<file path="config.mk">
export PLATFORM = sky130hd
export DESIGN_NAME = master_trig_top
export DESIGN_NICKNAME = d
export VERILOG_FILES = /design/src/run_pkg.sv /design/src/trig_word_pkg.sv /design/src/master_trig_top.sv /design/src/run_sequencer.sv /design/src/trig_capture.sv /design/src/trig_decision.sv /design/src/trig_word_decode.sv
export SDC_FILE = /design/constraint.sdc
export NUM_CORES = 1
export LEC_CHECK = 0
export BUFFER_PORTS_ARGS = -buffer_cell sky130_fd_sc_hd__clkbuf_2
export CORE_MARGIN = 8
export CORE_UTILIZATION = 47
export CTS_CLUSTER_SIZE = 12
export DETAILED_ROUTE_END_ITERATION = 12
export PLACE_DENSITY = 0.65
export SYNTH_ARGS = -nofsm -noshare
export SYNTH_HDL_FRONTEND = slang
export SYNTH_SLANG_ARGS = --single-unit
</file>
<file path="constraint.sdc">
create_clock -name sysclk_i -period 2.75 [get_ports sysclk_i]
set_input_delay 0.4125 -clock sysclk_i [delete_from_list [all_inputs] [get_ports sysclk_i]]
set_output_delay 0.4125 -clock sysclk_i [all_outputs]
set_load 0.1 [all_outputs]
</file>
<file path="src/run_pkg.sv">
// run configuration and run state
package run_pkg;

    // latency, offset, holdoff and prescale all share this width
    typedef logic [15:0] cfg_word_t;

    // run state machine
    // wait for the latency to expire, then read out until stopped
    typedef enum logic [1:0] {
        RUN_WAIT_LATENCY = 2'd0,
        RUN_READOUT      = 2'd1,
        RUN_STOPPED      = 2'd2
    } run_state_t;

endpackage

</file>
<file path="src/trig_word_pkg.sv">
// format of one trigger word as it arrives from a link
package trig_word_pkg;

    // one 16-bit word per link per valid strobe
    typedef logic [15:0] trig_word_t;

    // set when the word carries a trigger
    localparam int TRIG_FLAG_BIT = 15;

    // address field starts here and runs upward for ADDR_BITS bits
    // the two bits below it carry nothing useful
    localparam int WORD_ADDR_LSB = 2;

    // edges from accepting a word to its hit strobe
    localparam int HIT_DELAY = 3;

endpackage
</file>
<file path="src/master_trig_top.sv">
`timescale 1ns/1ns
module master_trig_top
    import trig_word_pkg::*;
    import run_pkg::*;
#(
    parameter int N_CHAN    = 4,
    parameter int ADDR_BITS = 6
) (
    input  logic                    sysclk_i,
    input  logic                    runrst_i,
    input  logic                    runstop_i,
    input  trig_word_t [N_CHAN-1:0] trigin_dat_i,
    input  logic                    trigin_dat_valid_i,
    input  logic [N_CHAN-1:0]       trig_mask_i,
    input  cfg_word_t               trig_latency_i,
    input  cfg_word_t               trig_offset_i,
    input  cfg_word_t               trig_holdoff_i,
    input  cfg_word_t               photo_prescale_i,
    input  logic                    photo_en_i,
    output logic                    running_o,
    output logic [ADDR_BITS-1:0]    cur_addr_o,
    output logic [N_CHAN-1:0]       scal_trig_o,
    output logic                    trig_o,
    output logic [ADDR_BITS-1:0]    trig_addr_o,
    output logic                    holdoff_o,
    output logic                    photoshutter_o
);

    logic                 running;
    logic                 rd_en;
    logic [ADDR_BITS-1:0] rd_addr;
    logic [N_CHAN-1:0]    rd_flags;

    // hit decode and ring buffer, writes only while running
    trig_capture #(
        .N_CHAN    (N_CHAN),
        .ADDR_BITS (ADDR_BITS)
    ) i_capture (
        .sysclk_i           (sysclk_i),
        .runrst_i           (runrst_i),
        .trigin_dat_i       (trigin_dat_i),
        .trigin_dat_valid_i (trigin_dat_valid_i),
        .wr_en_i            (running),
        .rd_en_i            (rd_en),
        .rd_addr_i          (rd_addr),
        .scal_trig_o        (scal_trig_o),
        .rd_flags_o         (rd_flags)
    );

    // ring timing
    run_sequencer #(
        .ADDR_BITS (ADDR_BITS)
    ) i_sequencer (
        .sysclk_i       (sysclk_i),
        .runrst_i       (runrst_i),
        .runstop_i      (runstop_i),
        .trig_latency_i (trig_latency_i),
        .running_o      (running),
        .cur_addr_o     (cur_addr_o),
        .rd_en_o        (rd_en),
        .rd_addr_o      (rd_addr)
    );

    // level two
    trig_decision #(
        .N_CHAN    (N_CHAN),
        .ADDR_BITS (ADDR_BITS)
    ) i_decision (
        .sysclk_i         (sysclk_i),
        .runrst_i         (runrst_i),
        .running_i        (running),
        .rd_valid_i       (rd_en),
        .rd_addr_i        (rd_addr),
        .rd_flags_i       (rd_flags),
        .trig_mask_i      (trig_mask_i),
        .trig_offset_i    (trig_offset_i),
        .trig_holdoff_i   (trig_holdoff_i),
        .photo_prescale_i (photo_prescale_i),
        .photo_en_i       (photo_en_i),
        .trig_o           (trig_o),
        .trig_addr_o      (trig_addr_o),
        .holdoff_o        (holdoff_o),
        .photoshutter_o   (photoshutter_o)
    );

    assign running_o = running;

endmodule

</file>
<file path="src/run_sequencer.sv">
`timescale 1ns/1ns
module run_sequencer
    import run_pkg::*;
#(
    parameter int ADDR_BITS = 6
) (
    input  logic                 sysclk_i,
    input  logic                 runrst_i,
    input  logic                 runstop_i,
    input  cfg_word_t            trig_latency_i,
    output logic                 running_o,
    output logic [ADDR_BITS-1:0] cur_addr_o,
    output logic                 rd_en_o,
    output logic [ADDR_BITS-1:0] rd_addr_o
);

    run_state_t           state_q;
    cfg_word_t            latency_q;
    cfg_word_t            lat_cnt_q;
    logic [ADDR_BITS-1:0] cur_addr_q;
    logic [ADDR_BITS-1:0] rd_addr_q;
    logic                 lat_done;

    // counter holds the cycles already spent since release
    // a latency of 0 behaves like 1
    assign lat_done = (lat_cnt_q + cfg_word_t'(1)) >= latency_q;

    always_ff @(posedge sysclk_i) begin
        if (runrst_i) begin
            // reset starts the run and takes the latency
            state_q    <= RUN_WAIT_LATENCY;
            latency_q  <= trig_latency_i;
            lat_cnt_q  <= '0;
            cur_addr_q <= '0;
            rd_addr_q  <= '0;
        end else begin
            case (state_q)
                RUN_WAIT_LATENCY: begin
                    if (runstop_i) begin
                        state_q <= RUN_STOPPED;
                    end else begin
                        cur_addr_q <= cur_addr_q + 1'b1;
                        lat_cnt_q  <= lat_cnt_q + 1'b1;
                        // readout trails the write side by exactly the latency
                        if (lat_done) begin
                            state_q <= RUN_READOUT;
                        end
                    end
                end
                RUN_READOUT: begin
                    if (runstop_i) begin
                        state_q <= RUN_STOPPED;
                    end else begin
                        cur_addr_q <= cur_addr_q + 1'b1;
                        rd_addr_q  <= rd_addr_q + 1'b1;
                    end
                end
                // stopped, or a bad encoding, waits here for reset
                default: state_q <= RUN_STOPPED;
            endcase
        end
    end

    assign running_o  = (state_q != RUN_STOPPED);
    assign rd_en_o    = (state_q == RUN_READOUT);
    assign cur_addr_o = cur_addr_q;
    assign rd_addr_o  = rd_addr_q;

endmodule

</file>
<file path="src/trig_capture.sv">
`timescale 1ns/1ns
module trig_capture
    import trig_word_pkg::*;
#(
    parameter int N_CHAN    = 4,
    parameter int ADDR_BITS = 6
) (
    input  logic                      sysclk_i,
    input  logic                      runrst_i,
    input  trig_word_t [N_CHAN-1:0]   trigin_dat_i,
    input  logic                      trigin_dat_valid_i,
    input  logic                      wr_en_i,
    input  logic                      rd_en_i,
    input  logic [ADDR_BITS-1:0]      rd_addr_i,
    output logic [N_CHAN-1:0]         scal_trig_o,
    output logic [N_CHAN-1:0]         rd_flags_o
);

    localparam int DEPTH = 2 ** ADDR_BITS;

    logic [N_CHAN-1:0]    hit;
    logic [ADDR_BITS-1:0] hit_addr [N_CHAN];
    // one row per ring address, one bit per link
    logic [N_CHAN-1:0]    flags_q [DEPTH];
    logic [N_CHAN-1:0]    rd_flags_q;

    // one decoder per link
    for (genvar c = 0; c < N_CHAN; c++) begin : g_chan
        trig_word_decode #(
            .ADDR_BITS (ADDR_BITS)
        ) i_decode (
            .sysclk_i     (sysclk_i),
            .runrst_i     (runrst_i),
            .word_i       (trigin_dat_i[c]),
            .word_valid_i (trigin_dat_valid_i),
            .hit_o        (hit[c]),
            .hit_addr_o   (hit_addr[c])
        );
    end

    // ring starts empty so hits left from an earlier run never fire
    always_ff @(posedge sysclk_i) begin
        if (runrst_i) begin
            for (int a = 0; a < DEPTH; a++) begin
                flags_q[a] <= '0;
            end
            rd_flags_q <= '0;
        end else begin
            // read and clear, so the row is free when the ring wraps
            if (rd_en_i) begin
                rd_flags_q         <= flags_q[rd_addr_i];
                flags_q[rd_addr_i] <= '0;
            end
            // writes come later in the block, so they win over the clear
            for (int c = 0; c < N_CHAN; c++) begin
                if (wr_en_i && hit[c]) begin
                    flags_q[hit_addr[c]][c] <= 1'b1;
                end
            end
        end
    end

    // scalers see every hit, running or not
    assign scal_trig_o = hit;
    assign rd_flags_o  = rd_flags_q;

endmodule

</file>
<file path="src/trig_decision.sv">
`timescale 1ns/1ns
module trig_decision
    import run_pkg::*;
#(
    parameter int N_CHAN    = 4,
    parameter int ADDR_BITS = 6
) (
    input  logic                 sysclk_i,
    input  logic                 runrst_i,
    input  logic                 running_i,
    input  logic                 rd_valid_i,
    input  logic [ADDR_BITS-1:0] rd_addr_i,
    input  logic [N_CHAN-1:0]    rd_flags_i,
    input  logic [N_CHAN-1:0]    trig_mask_i,
    input  cfg_word_t            trig_offset_i,
    input  cfg_word_t            trig_holdoff_i,
    input  cfg_word_t            photo_prescale_i,
    input  logic                 photo_en_i,
    output logic                 trig_o,
    output logic [ADDR_BITS-1:0] trig_addr_o,
    output logic                 holdoff_o,
    output logic                 photoshutter_o
);

    logic                 rd_valid_q;
    logic [ADDR_BITS-1:0] rd_addr_q;
    cfg_word_t            offset_q;
    cfg_word_t            holdoff_q;
    cfg_word_t            prescale_q;
    logic                 photo_en_q;
    cfg_word_t            hold_cnt_q;
    cfg_word_t            photo_cnt_q;
    logic [N_CHAN-1:0]    live_flags;
    logic                 any_hit;
    logic                 blocked;
    logic                 fire;
    logic                 trig_q;
    logic [ADDR_BITS-1:0] trig_addr_q;
    logic                 photo_q;

    // mask is live, a set bit drops that link
    assign live_flags = rd_flags_i & ~trig_mask_i;
    assign any_hit    = rd_valid_q && (|live_flags);
    // the trigger cycle itself also blocks, so trig_o stays one cycle wide
    assign blocked    = trig_q || (hold_cnt_q != '0);
    assign fire       = any_hit && running_i && !blocked;

    always_ff @(posedge sysclk_i) begin
        if (runrst_i) begin
            // run parameters are taken at reset
            offset_q    <= trig_offset_i;
            holdoff_q   <= trig_holdoff_i;
            prescale_q  <= photo_prescale_i;
            photo_en_q  <= photo_en_i;
            rd_valid_q  <= 1'b0;
            hold_cnt_q  <= '0;
            photo_cnt_q <= '0;
            trig_q      <= 1'b0;
            photo_q     <= 1'b0;
        end else begin
            // read strobe lines up with the returned row
            rd_valid_q <= rd_valid_i;
            trig_q     <= fire;
            // holdoff runs for H cycles counting the one after the trigger
            if (trig_q) begin
                hold_cnt_q <= (holdoff_q == '0) ? '0 : holdoff_q - 1'b1;
            end else if (hold_cnt_q != '0) begin
                hold_cnt_q <= hold_cnt_q - 1'b1;
            end
            // every (P+1)-th trigger opens the shutter
            photo_q <= 1'b0;
            if (trig_q) begin
                if (photo_cnt_q >= prescale_q) begin
                    photo_cnt_q <= '0;
                    photo_q     <= photo_en_q;
                end else begin
                    photo_cnt_q <= photo_cnt_q + 1'b1;
                end
            end
        end
    end

    // address path, follows the row and holds the last trigger
    always_ff @(posedge sysclk_i) begin
        if (runrst_i) begin
            rd_addr_q   <= '0;
            trig_addr_q <= '0;
        end else begin
            rd_addr_q <= rd_addr_i;
            if (fire) begin
                trig_addr_q <= rd_addr_q - offset_q[ADDR_BITS-1:0];
            end
        end
    end

    assign trig_o         = trig_q;
    assign trig_addr_o    = trig_addr_q;
    assign holdoff_o      = (hold_cnt_q != '0);
    assign photoshutter_o = photo_q;

endmodule

</file>
<file path="src/trig_word_decode.sv">
`timescale 1ns/1ns
module trig_word_decode
    import trig_word_pkg::*;
#(
    parameter int ADDR_BITS = 6
) (
    input  logic                 sysclk_i,
    input  logic                 runrst_i,
    input  trig_word_t           word_i,
    input  logic                 word_valid_i,
    output logic                 hit_o,
    output logic [ADDR_BITS-1:0] hit_addr_o
);

    logic                 accept;
    logic                 pending_q;
    logic [HIT_DELAY-1:0] delay_q;
    logic                 hit_q;
    logic [ADDR_BITS-1:0] addr_q;

    // only one word in flight per link, later ones are dropped
    assign accept = word_valid_i && word_i[TRIG_FLAG_BIT] && !pending_q;

    always_ff @(posedge sysclk_i) begin
        if (runrst_i) begin
            pending_q <= 1'b0;
            delay_q   <= '0;
            hit_q     <= 1'b0;
        end else begin
            // acceptance walks down the delay line
            delay_q <= {delay_q[HIT_DELAY-2:0], accept};
            // hit lands HIT_DELAY edges after acceptance
            hit_q   <= delay_q[HIT_DELAY-1];
            // decoder frees up once the hit has gone out
            if (accept) begin
                pending_q <= 1'b1;
            end else if (hit_q) begin
                pending_q <= 1'b0;
            end
        end
    end

    // address is held until the next accepted word
    always_ff @(posedge sysclk_i) begin
        if (runrst_i) begin
            addr_q <= '0;
        end else if (accept) begin
            addr_q <= word_i[WORD_ADDR_LSB +: ADDR_BITS];
        end
    end

    assign hit_o      = hit_q;
    assign hit_addr_o = addr_q;

endmodule

</file>
* Word level (Yosys, flattened, before mapping) *
Memories as Yosys holds them, arrays and structs flattened. A register that Yosys moved wholly into a read port is not among the register bits.
Index checks and enable logic that the tools add are counted.

word-level totals
  register bits = 176
  bits in writable memories = 256
  input bits = 137
  output and inout port bits = 20
  logic and storage cells = 140
  memories kept = 1

memory list
  name               words  width  rd ports  clocked after Yosys merged registers in  wr ports  line                text
  i_capture.flags_q  64     4      1         1                                        64        trig_capture.sv:24  logic [N_CHAN-1:0] flags_q [DEPTH];

cells by class
  $add $sub $neg = 7
  magnitude comparators = 2
  equality and inequality tests = 4
  mux-type cells = 48
  bitwise operators = 5
  reductions and logical operators = 41

operators by type and width
  kind                     number
  $mux W16                 4
  $add A16 B1 Y16 const B  2
  $ge A16 B16 Y1           2
  $sub A16 B1 Y16 const B  2
  $mux W6                  5
  $mux W1                  26
  $reduce_or A4 Y1         6
  $mux W4                  5
  $logic_not A16 Y1        1
  $reduce_bool A16 Y1      1
  $logic_and A1 B1 Y1      15
  $mux W2                  7
  $add A6 B1 Y6 const B    2
  $reduce_bool A2 Y1       5
  $reduce_and A2 Y1        4
  $sub A6 B6 Y6            1
  $logic_not A1 Y1         5
  $and A4 B4 Y4            1
  $ne A2 B2 Y1 const B     2
  $not A4 Y4               1
  $pmux W2 S2              1
  $ne A3 B2 Y1 const B     1
  $not A1 Y1               3
  $reduce_or A3 Y1         1
  other kinds (4)          4

* Logic depth before layout (Yosys ltp) *
  depth in word-level cells = 7
  gate-level depth with buffers = 13
  gate-level depth less buffers = 11

* Hierarchy *
Synthesis repeated with hierarchy kept, for this count alone.

second synthesis, totals
  cells, all modules = 1843
  area total of the unflattened synthesis = 19217.2 sq um

modules (own cells, without submodules)
  module            times used  cells each  area each (sq um)  sequential area each (sq um)
  trig_capture      1           1042        10918.0            5205.0
  trig_decision     1           401         4245.3             2112.0
  run_sequencer     1           244         2362.3             1081.0
  trig_word_decode  4           39          422.9              220.2

* Worst setup path after synthesis *
Ideal clock, no wire load.

  path type = register -> register
  start point = register i_decision.hold_cnt_q[0]
  end point = register i_decision.hold_cnt_q[0]
  library setup time = 86 ps
  arrival time = 2505 ps
  data required time = 2664 ps
  setup slack = 159 ps
  stages on the path, launching flop included = 9
  buffers on the path = 0
  clock period less this slack = 2591 ps
  path through = dfxtp_1 > inv_1 > ha_1 > or3b_4 > nor4_2 > nand2_1 > a21oi_1 > nor2_1 > a211oi_1

on the way
  elaborated cells between the ends (all ways) = 5
  classes of those cells = 1 x add/sub; 2 x mux; 2 x reduce/logical

RTL lines
  what                                 line                   text
  start, declared                      trig_decision.sv:31    cfg_word_t hold_cnt_q;
  start signal, assigned               trig_decision.sv:66    hold_cnt_q <= (holdoff_q == '0) ? '0 : holdoff_q - 1'b1;
  start signal, assigned               trig_decision.sv:68    hold_cnt_q <= hold_cnt_q - 1'b1;
  $reduce_bool A16 Y1                  n/a
  named net holdoff_o                  master_trig_top.sv:25  output logic holdoff_o,
  $reduce_bool A2 Y1 (no source line)  n/a

The timed path passes the listed nets, and every way through them passes these cells. The select of a mux whose other input is x is not followed.
A chain may end at the register's enable or synchronous reset.

* Worst setup path after layout *
  start point = register i_decision.hold_cnt_q[0]
  end point = output port holdoff_o

on the way
  cells in the longest elaborated chain, start to end = 1

RTL lines
  what                 line                   text
  $reduce_bool A16 Y1  trig_decision.sv:98    assign holdoff_o = (hold_cnt_q != '0);
  end, declared        master_trig_top.sv:25

Every way passes these cells.

==> metrics <==
overall power consumption 0.0145 W; relative max-transition margin 18.6%; initial antenna violation count 0; via count of the first global-routing pass around 15000; share of the synthesized area in the top cell type 40.5%; Core Rows 73; total via count in the routed design around 15000; overall die width 216 um; largest cells by area after synthesis sky130_fd_sc_hd__dfxtp_1, sky130_fd_sc_hd__a22o_1, sky130_fd_sc_hd__edfxtp_1, sky130_fd_sc_hd__mux4_2, sky130_fd_sc_hd__ha_1; Routed WL per cell ~24 um; Final Max Slew Viols 0; number of buffers inserted by port buffering 110; max_cap viols 0; number of nets in the finished design roughly 2100; sequential cell area fraction in the yosys report 49.2%; root buf cell sky130_fd_sc_hd__clkbuf_16; area of the die between 0.04 and 0.05 mm^2; highest attainable clock frequency 378 MHz; area of combinational cells with multiple inputs 0.00886 mm^2; sort of element at the start of the critical path register; worst setup path category reg2out; Final HPWL DP 41200 um; static leakage power 8.88 nW; flip-flop and latch count after synthesis 436; number of fill cells 3477; Bufs on Longest Clock Path 3; unrepaired setup endpoints after global routing no; worst endpoint data arrival time 2.23 ns; Starting DRT DRC Count 1708; Post-Synth Adder-Cell Area 2.96%; type of the worst min-delay path in2reg; largest fanout of any net on the critical path 4; Post-Syn Area 0.0188 mm^2; Layout Area Growth over Synthesis 16.7%; vertical die dimension 216 um; prevailing post-synth register cell sky130_fd_sc_hd__dfxtp_1; average vias per placed instance 6.16; count leader, synth sky130_fd_sc_hd__dfxtp_1; final-report hold violation count 0; kind of end point of the critical path output port; share of synthesized area spent on multiplexers 7.20%; CTS buffer count 47; setup violators final 0; fraction of final layout cells sized beyond drive strength 1 18.6%; period utilisation layout a little over nine tenths; starting utilization of the core area between 40% and 50%; cell type contributing the most total cell area after synthesis sky130_fd_sc_hd__dfxtp_1; worst path setup slack after routing 0.106 ns; overflow left after global routing 0; clock insertion delay at the later pin of the skew report between 0.5 and 0.6 ns; placeable core region 0.0396 mm^2; Register Area 0.00929 mm^2; drc violations 0; number of warnings reported in the yosys synthesis log 0; Final Wtd Congestion between 0.9 and 1; leading post-synthesis cells by instance count sky130_fd_sc_hd__dfxtp_1, sky130_fd_sc_hd__a22o_1, sky130_fd_sc_hd__nor2_1; Routed Antenna Nets 0; main combinational cell family by area after synthesis compound AO/OA/AOI/OAI gates; worst setup slack before clock tree synthesis 0.0837 ns; CTS Sinks 436; Post-Synth Simple-Gate Area between 10% and 20%; clock-pin slew reported for the worst setup and hold paths after clock tree synthesis ~0.060 ns; Fin Setup TNS 0 ns; ports placed on the boundary 157; Avg Cell Area, Syn 10.6 um^2; Net Count, Synth 1954; async set or reset register ratio after synthesis 0%; pin count of the biggest net entering global routing around 160; EDFF count, synth 55; global-route wire length before repair 89300 um; Period minus WS final approximately 2.6 ns; worst supply voltage drop on vdd 0.469 mV; Routed WL 58900 um; power density over cell area ~660 mW/mm^2; global routing usage summed across all routing layers roughly a quarter; transition time at the pin with the least slew margin between 1 and 1.5 ns; detailed-router iteration count before antenna repair 7; complex-gate fraction of the synthesized area 20.3%; clock tree from TritonCTS yes; run status finished, final reports clean; XOR/XNOR share of the synthesized area 3.58%; Req. time, crit path 2.34 ns; final worst clock skew ~0.025 ns; instance count of the mapped netlist 1773; total number of H-tree levels 2; number of unique standard cell types used by synthesis 76
==> through the flow <==
stage | util [%] | hold WS (ns) | std cells | instance area [um^2]
floorplan | - | 0.414 | 1773 | 18800
global placement | 51.4 | 0.417 | 2398 | 20400
detailed placement | 51.4 | 0.422 | 2398 | 20400
CTS | 55.4 | 0.00431 | 2483 | 21900
global route | 55.5 | 0.00636 | 2487 | 22000
finish | 55.5 | 0.0268 | 2488 | 22000
==> state kept, by name, indices dropped and copies added (netlist names) <==
signal	count
i_capture.flags_q	256
i_capture.g_chan.i_decode.delay_q	12
i_capture.g_chan.i_decode.hit_addr_o	24
i_capture.g_chan.i_decode.hit_o	4
i_capture.g_chan.i_decode.pending_q	4
i_capture.rd_flags_o	4
i_decision.hold_cnt_q	16
i_decision.holdoff_q	16
i_decision.offset_q	6
i_decision.photo_cnt_q	16
i_decision.photo_en_q	1
i_decision.photoshutter_o	1
i_decision.prescale_q	16
i_decision.rd_addr_q	6
i_decision.rd_valid_q	1
i_decision.trig_addr_o	6
i_decision.trig_o	1
i_sequencer.cur_addr_o	6
i_sequencer.lat_cnt_q	16
i_sequencer.latency_q	16
i_sequencer.rd_addr_o	6
i_sequencer.state_q	2
==> kinds of logic (layout without fill, tap and decap cells) <==
group / after synthesis / after routing
buffers and inverters: 167 / 356
AND/OR/NAND/NOR: 457 / 457
multiplexers: 95 / 95
XOR/XNOR: 77 / 77
AO/OA/AOI/OAI: 497 / 497
adder cells (fa/ha/maj): 44 / 44
flip-flops: 436 / 436
other: 0 / 1
==> final cells by class <==
cell class,count,share of cell area (%)
flip-flops and latches,436,42.2
inverters,52,0.888
clock inverters,11,0.432
well taps,525,2.99
multi-input cells,1170,40.3
clock buffers,74,6.56
repair buffers,219,6.58
diodes,1,0.0114
==> timing repair <==
action	in CTS	in global routing
endpoints found under the setup margin	1	2
buffers inserted	0	4
gates resized for setup	5	4
hold buffers	0	0
pin swaps	1	2
==> placed cells by master (no fill, tap or decap), types with 22 or more instances in the layout <==
master and instances:
sky130_fd_sc_hd__and3_1 24, sky130_fd_sc_hd__a21oi_1 95, sky130_fd_sc_hd__xor2_1 41, sky130_fd_sc_hd__buf_4 105, sky130_fd_sc_hd__a221oi_1 27, sky130_fd_sc_hd__clkbuf_2 108
sky130_fd_sc_hd__dfxtp_1 377, sky130_fd_sc_hd__xnor2_1 36, sky130_fd_sc_hd__mux2i_1 50, sky130_fd_sc_hd__nor2b_1 34, sky130_fd_sc_hd__o21ai_0 24, sky130_fd_sc_hd__mux4_2 31
sky130_fd_sc_hd__clkbuf_16 52, sky130_fd_sc_hd__edfxtp_1 55, sky130_fd_sc_hd__nand2_1 85, sky130_fd_sc_hd__nor3_1 36, sky130_fd_sc_hd__nand3_1 26, sky130_fd_sc_hd__ha_1 42
sky130_fd_sc_hd__inv_1 51, sky130_fd_sc_hd__and2_1 22, sky130_fd_sc_hd__a22o_1 248, sky130_fd_sc_hd__nor2_1 124
==> worst max-delay path: stages, from the launching register on <==
cell and delay, ns:
sky130_fd_sc_hd__dfxtp_1 0.33, sky130_fd_sc_hd__inv_1 0.08, sky130_fd_sc_hd__ha_2 0.17, sky130_fd_sc_hd__or3b_4 0.40, sky130_fd_sc_hd__nor4_4 0.31, sky130_fd_sc_hd__nand2_2 0.13
sky130_fd_sc_hd__clkbuf_16 0.26
==> power by group <==
part	switching [W]	leakage [nW]	internal (W)
registers	0.000168	3.62	0.00664
clock network	0.00257	0.761	0.00370
logic	0.000844	4.51	0.000613
total	0.00359	8.88	0.0109
==> path summary, 6_finish.rpt <==
| check | from | end | slack (ns) | cells past startpoint |
|---|---|---|---|---|
| worst min-delay path | trig_latency_i[7] | i_sequencer.latency_q[7]$_DFFE_PP_ | 0.03 | 1 |
| worst min register to register | i_capture.g_chan[2].i_decode.delay_q[2]$_SDFF_PP0_ | i_capture.g_chan[2].i_decode.hit_o$_SDFF_PP0_ | 0.43 | 1 |
| worst max register to register | i_sequencer.state_q[0]$_SDFFE_PP0P_ | i_capture.flags_q[47][2]$_DFF_P_ | 0.19 | 6 |
| worst max-delay path | i_decision.hold_cnt_q[0]$_SDFFE_PP0N_ | holdoff_o | 0.11 | 6 |
==> per-layer routing <==
metal / share of wire [%] / wire, um / up-vias / track usage [%]
met1: 43 / 25400 / 7425 / 33.2
met3: 10 / 5970 / 174 / 5.77
met2: 43 / 25100 / 782 / 36.4
met4: 4.2 / 2460 / 0 / 9.51
li1: - / - / 6935 / -
met5: 0 / 0 / - / 0
Power figures use the tool's default switching activity.
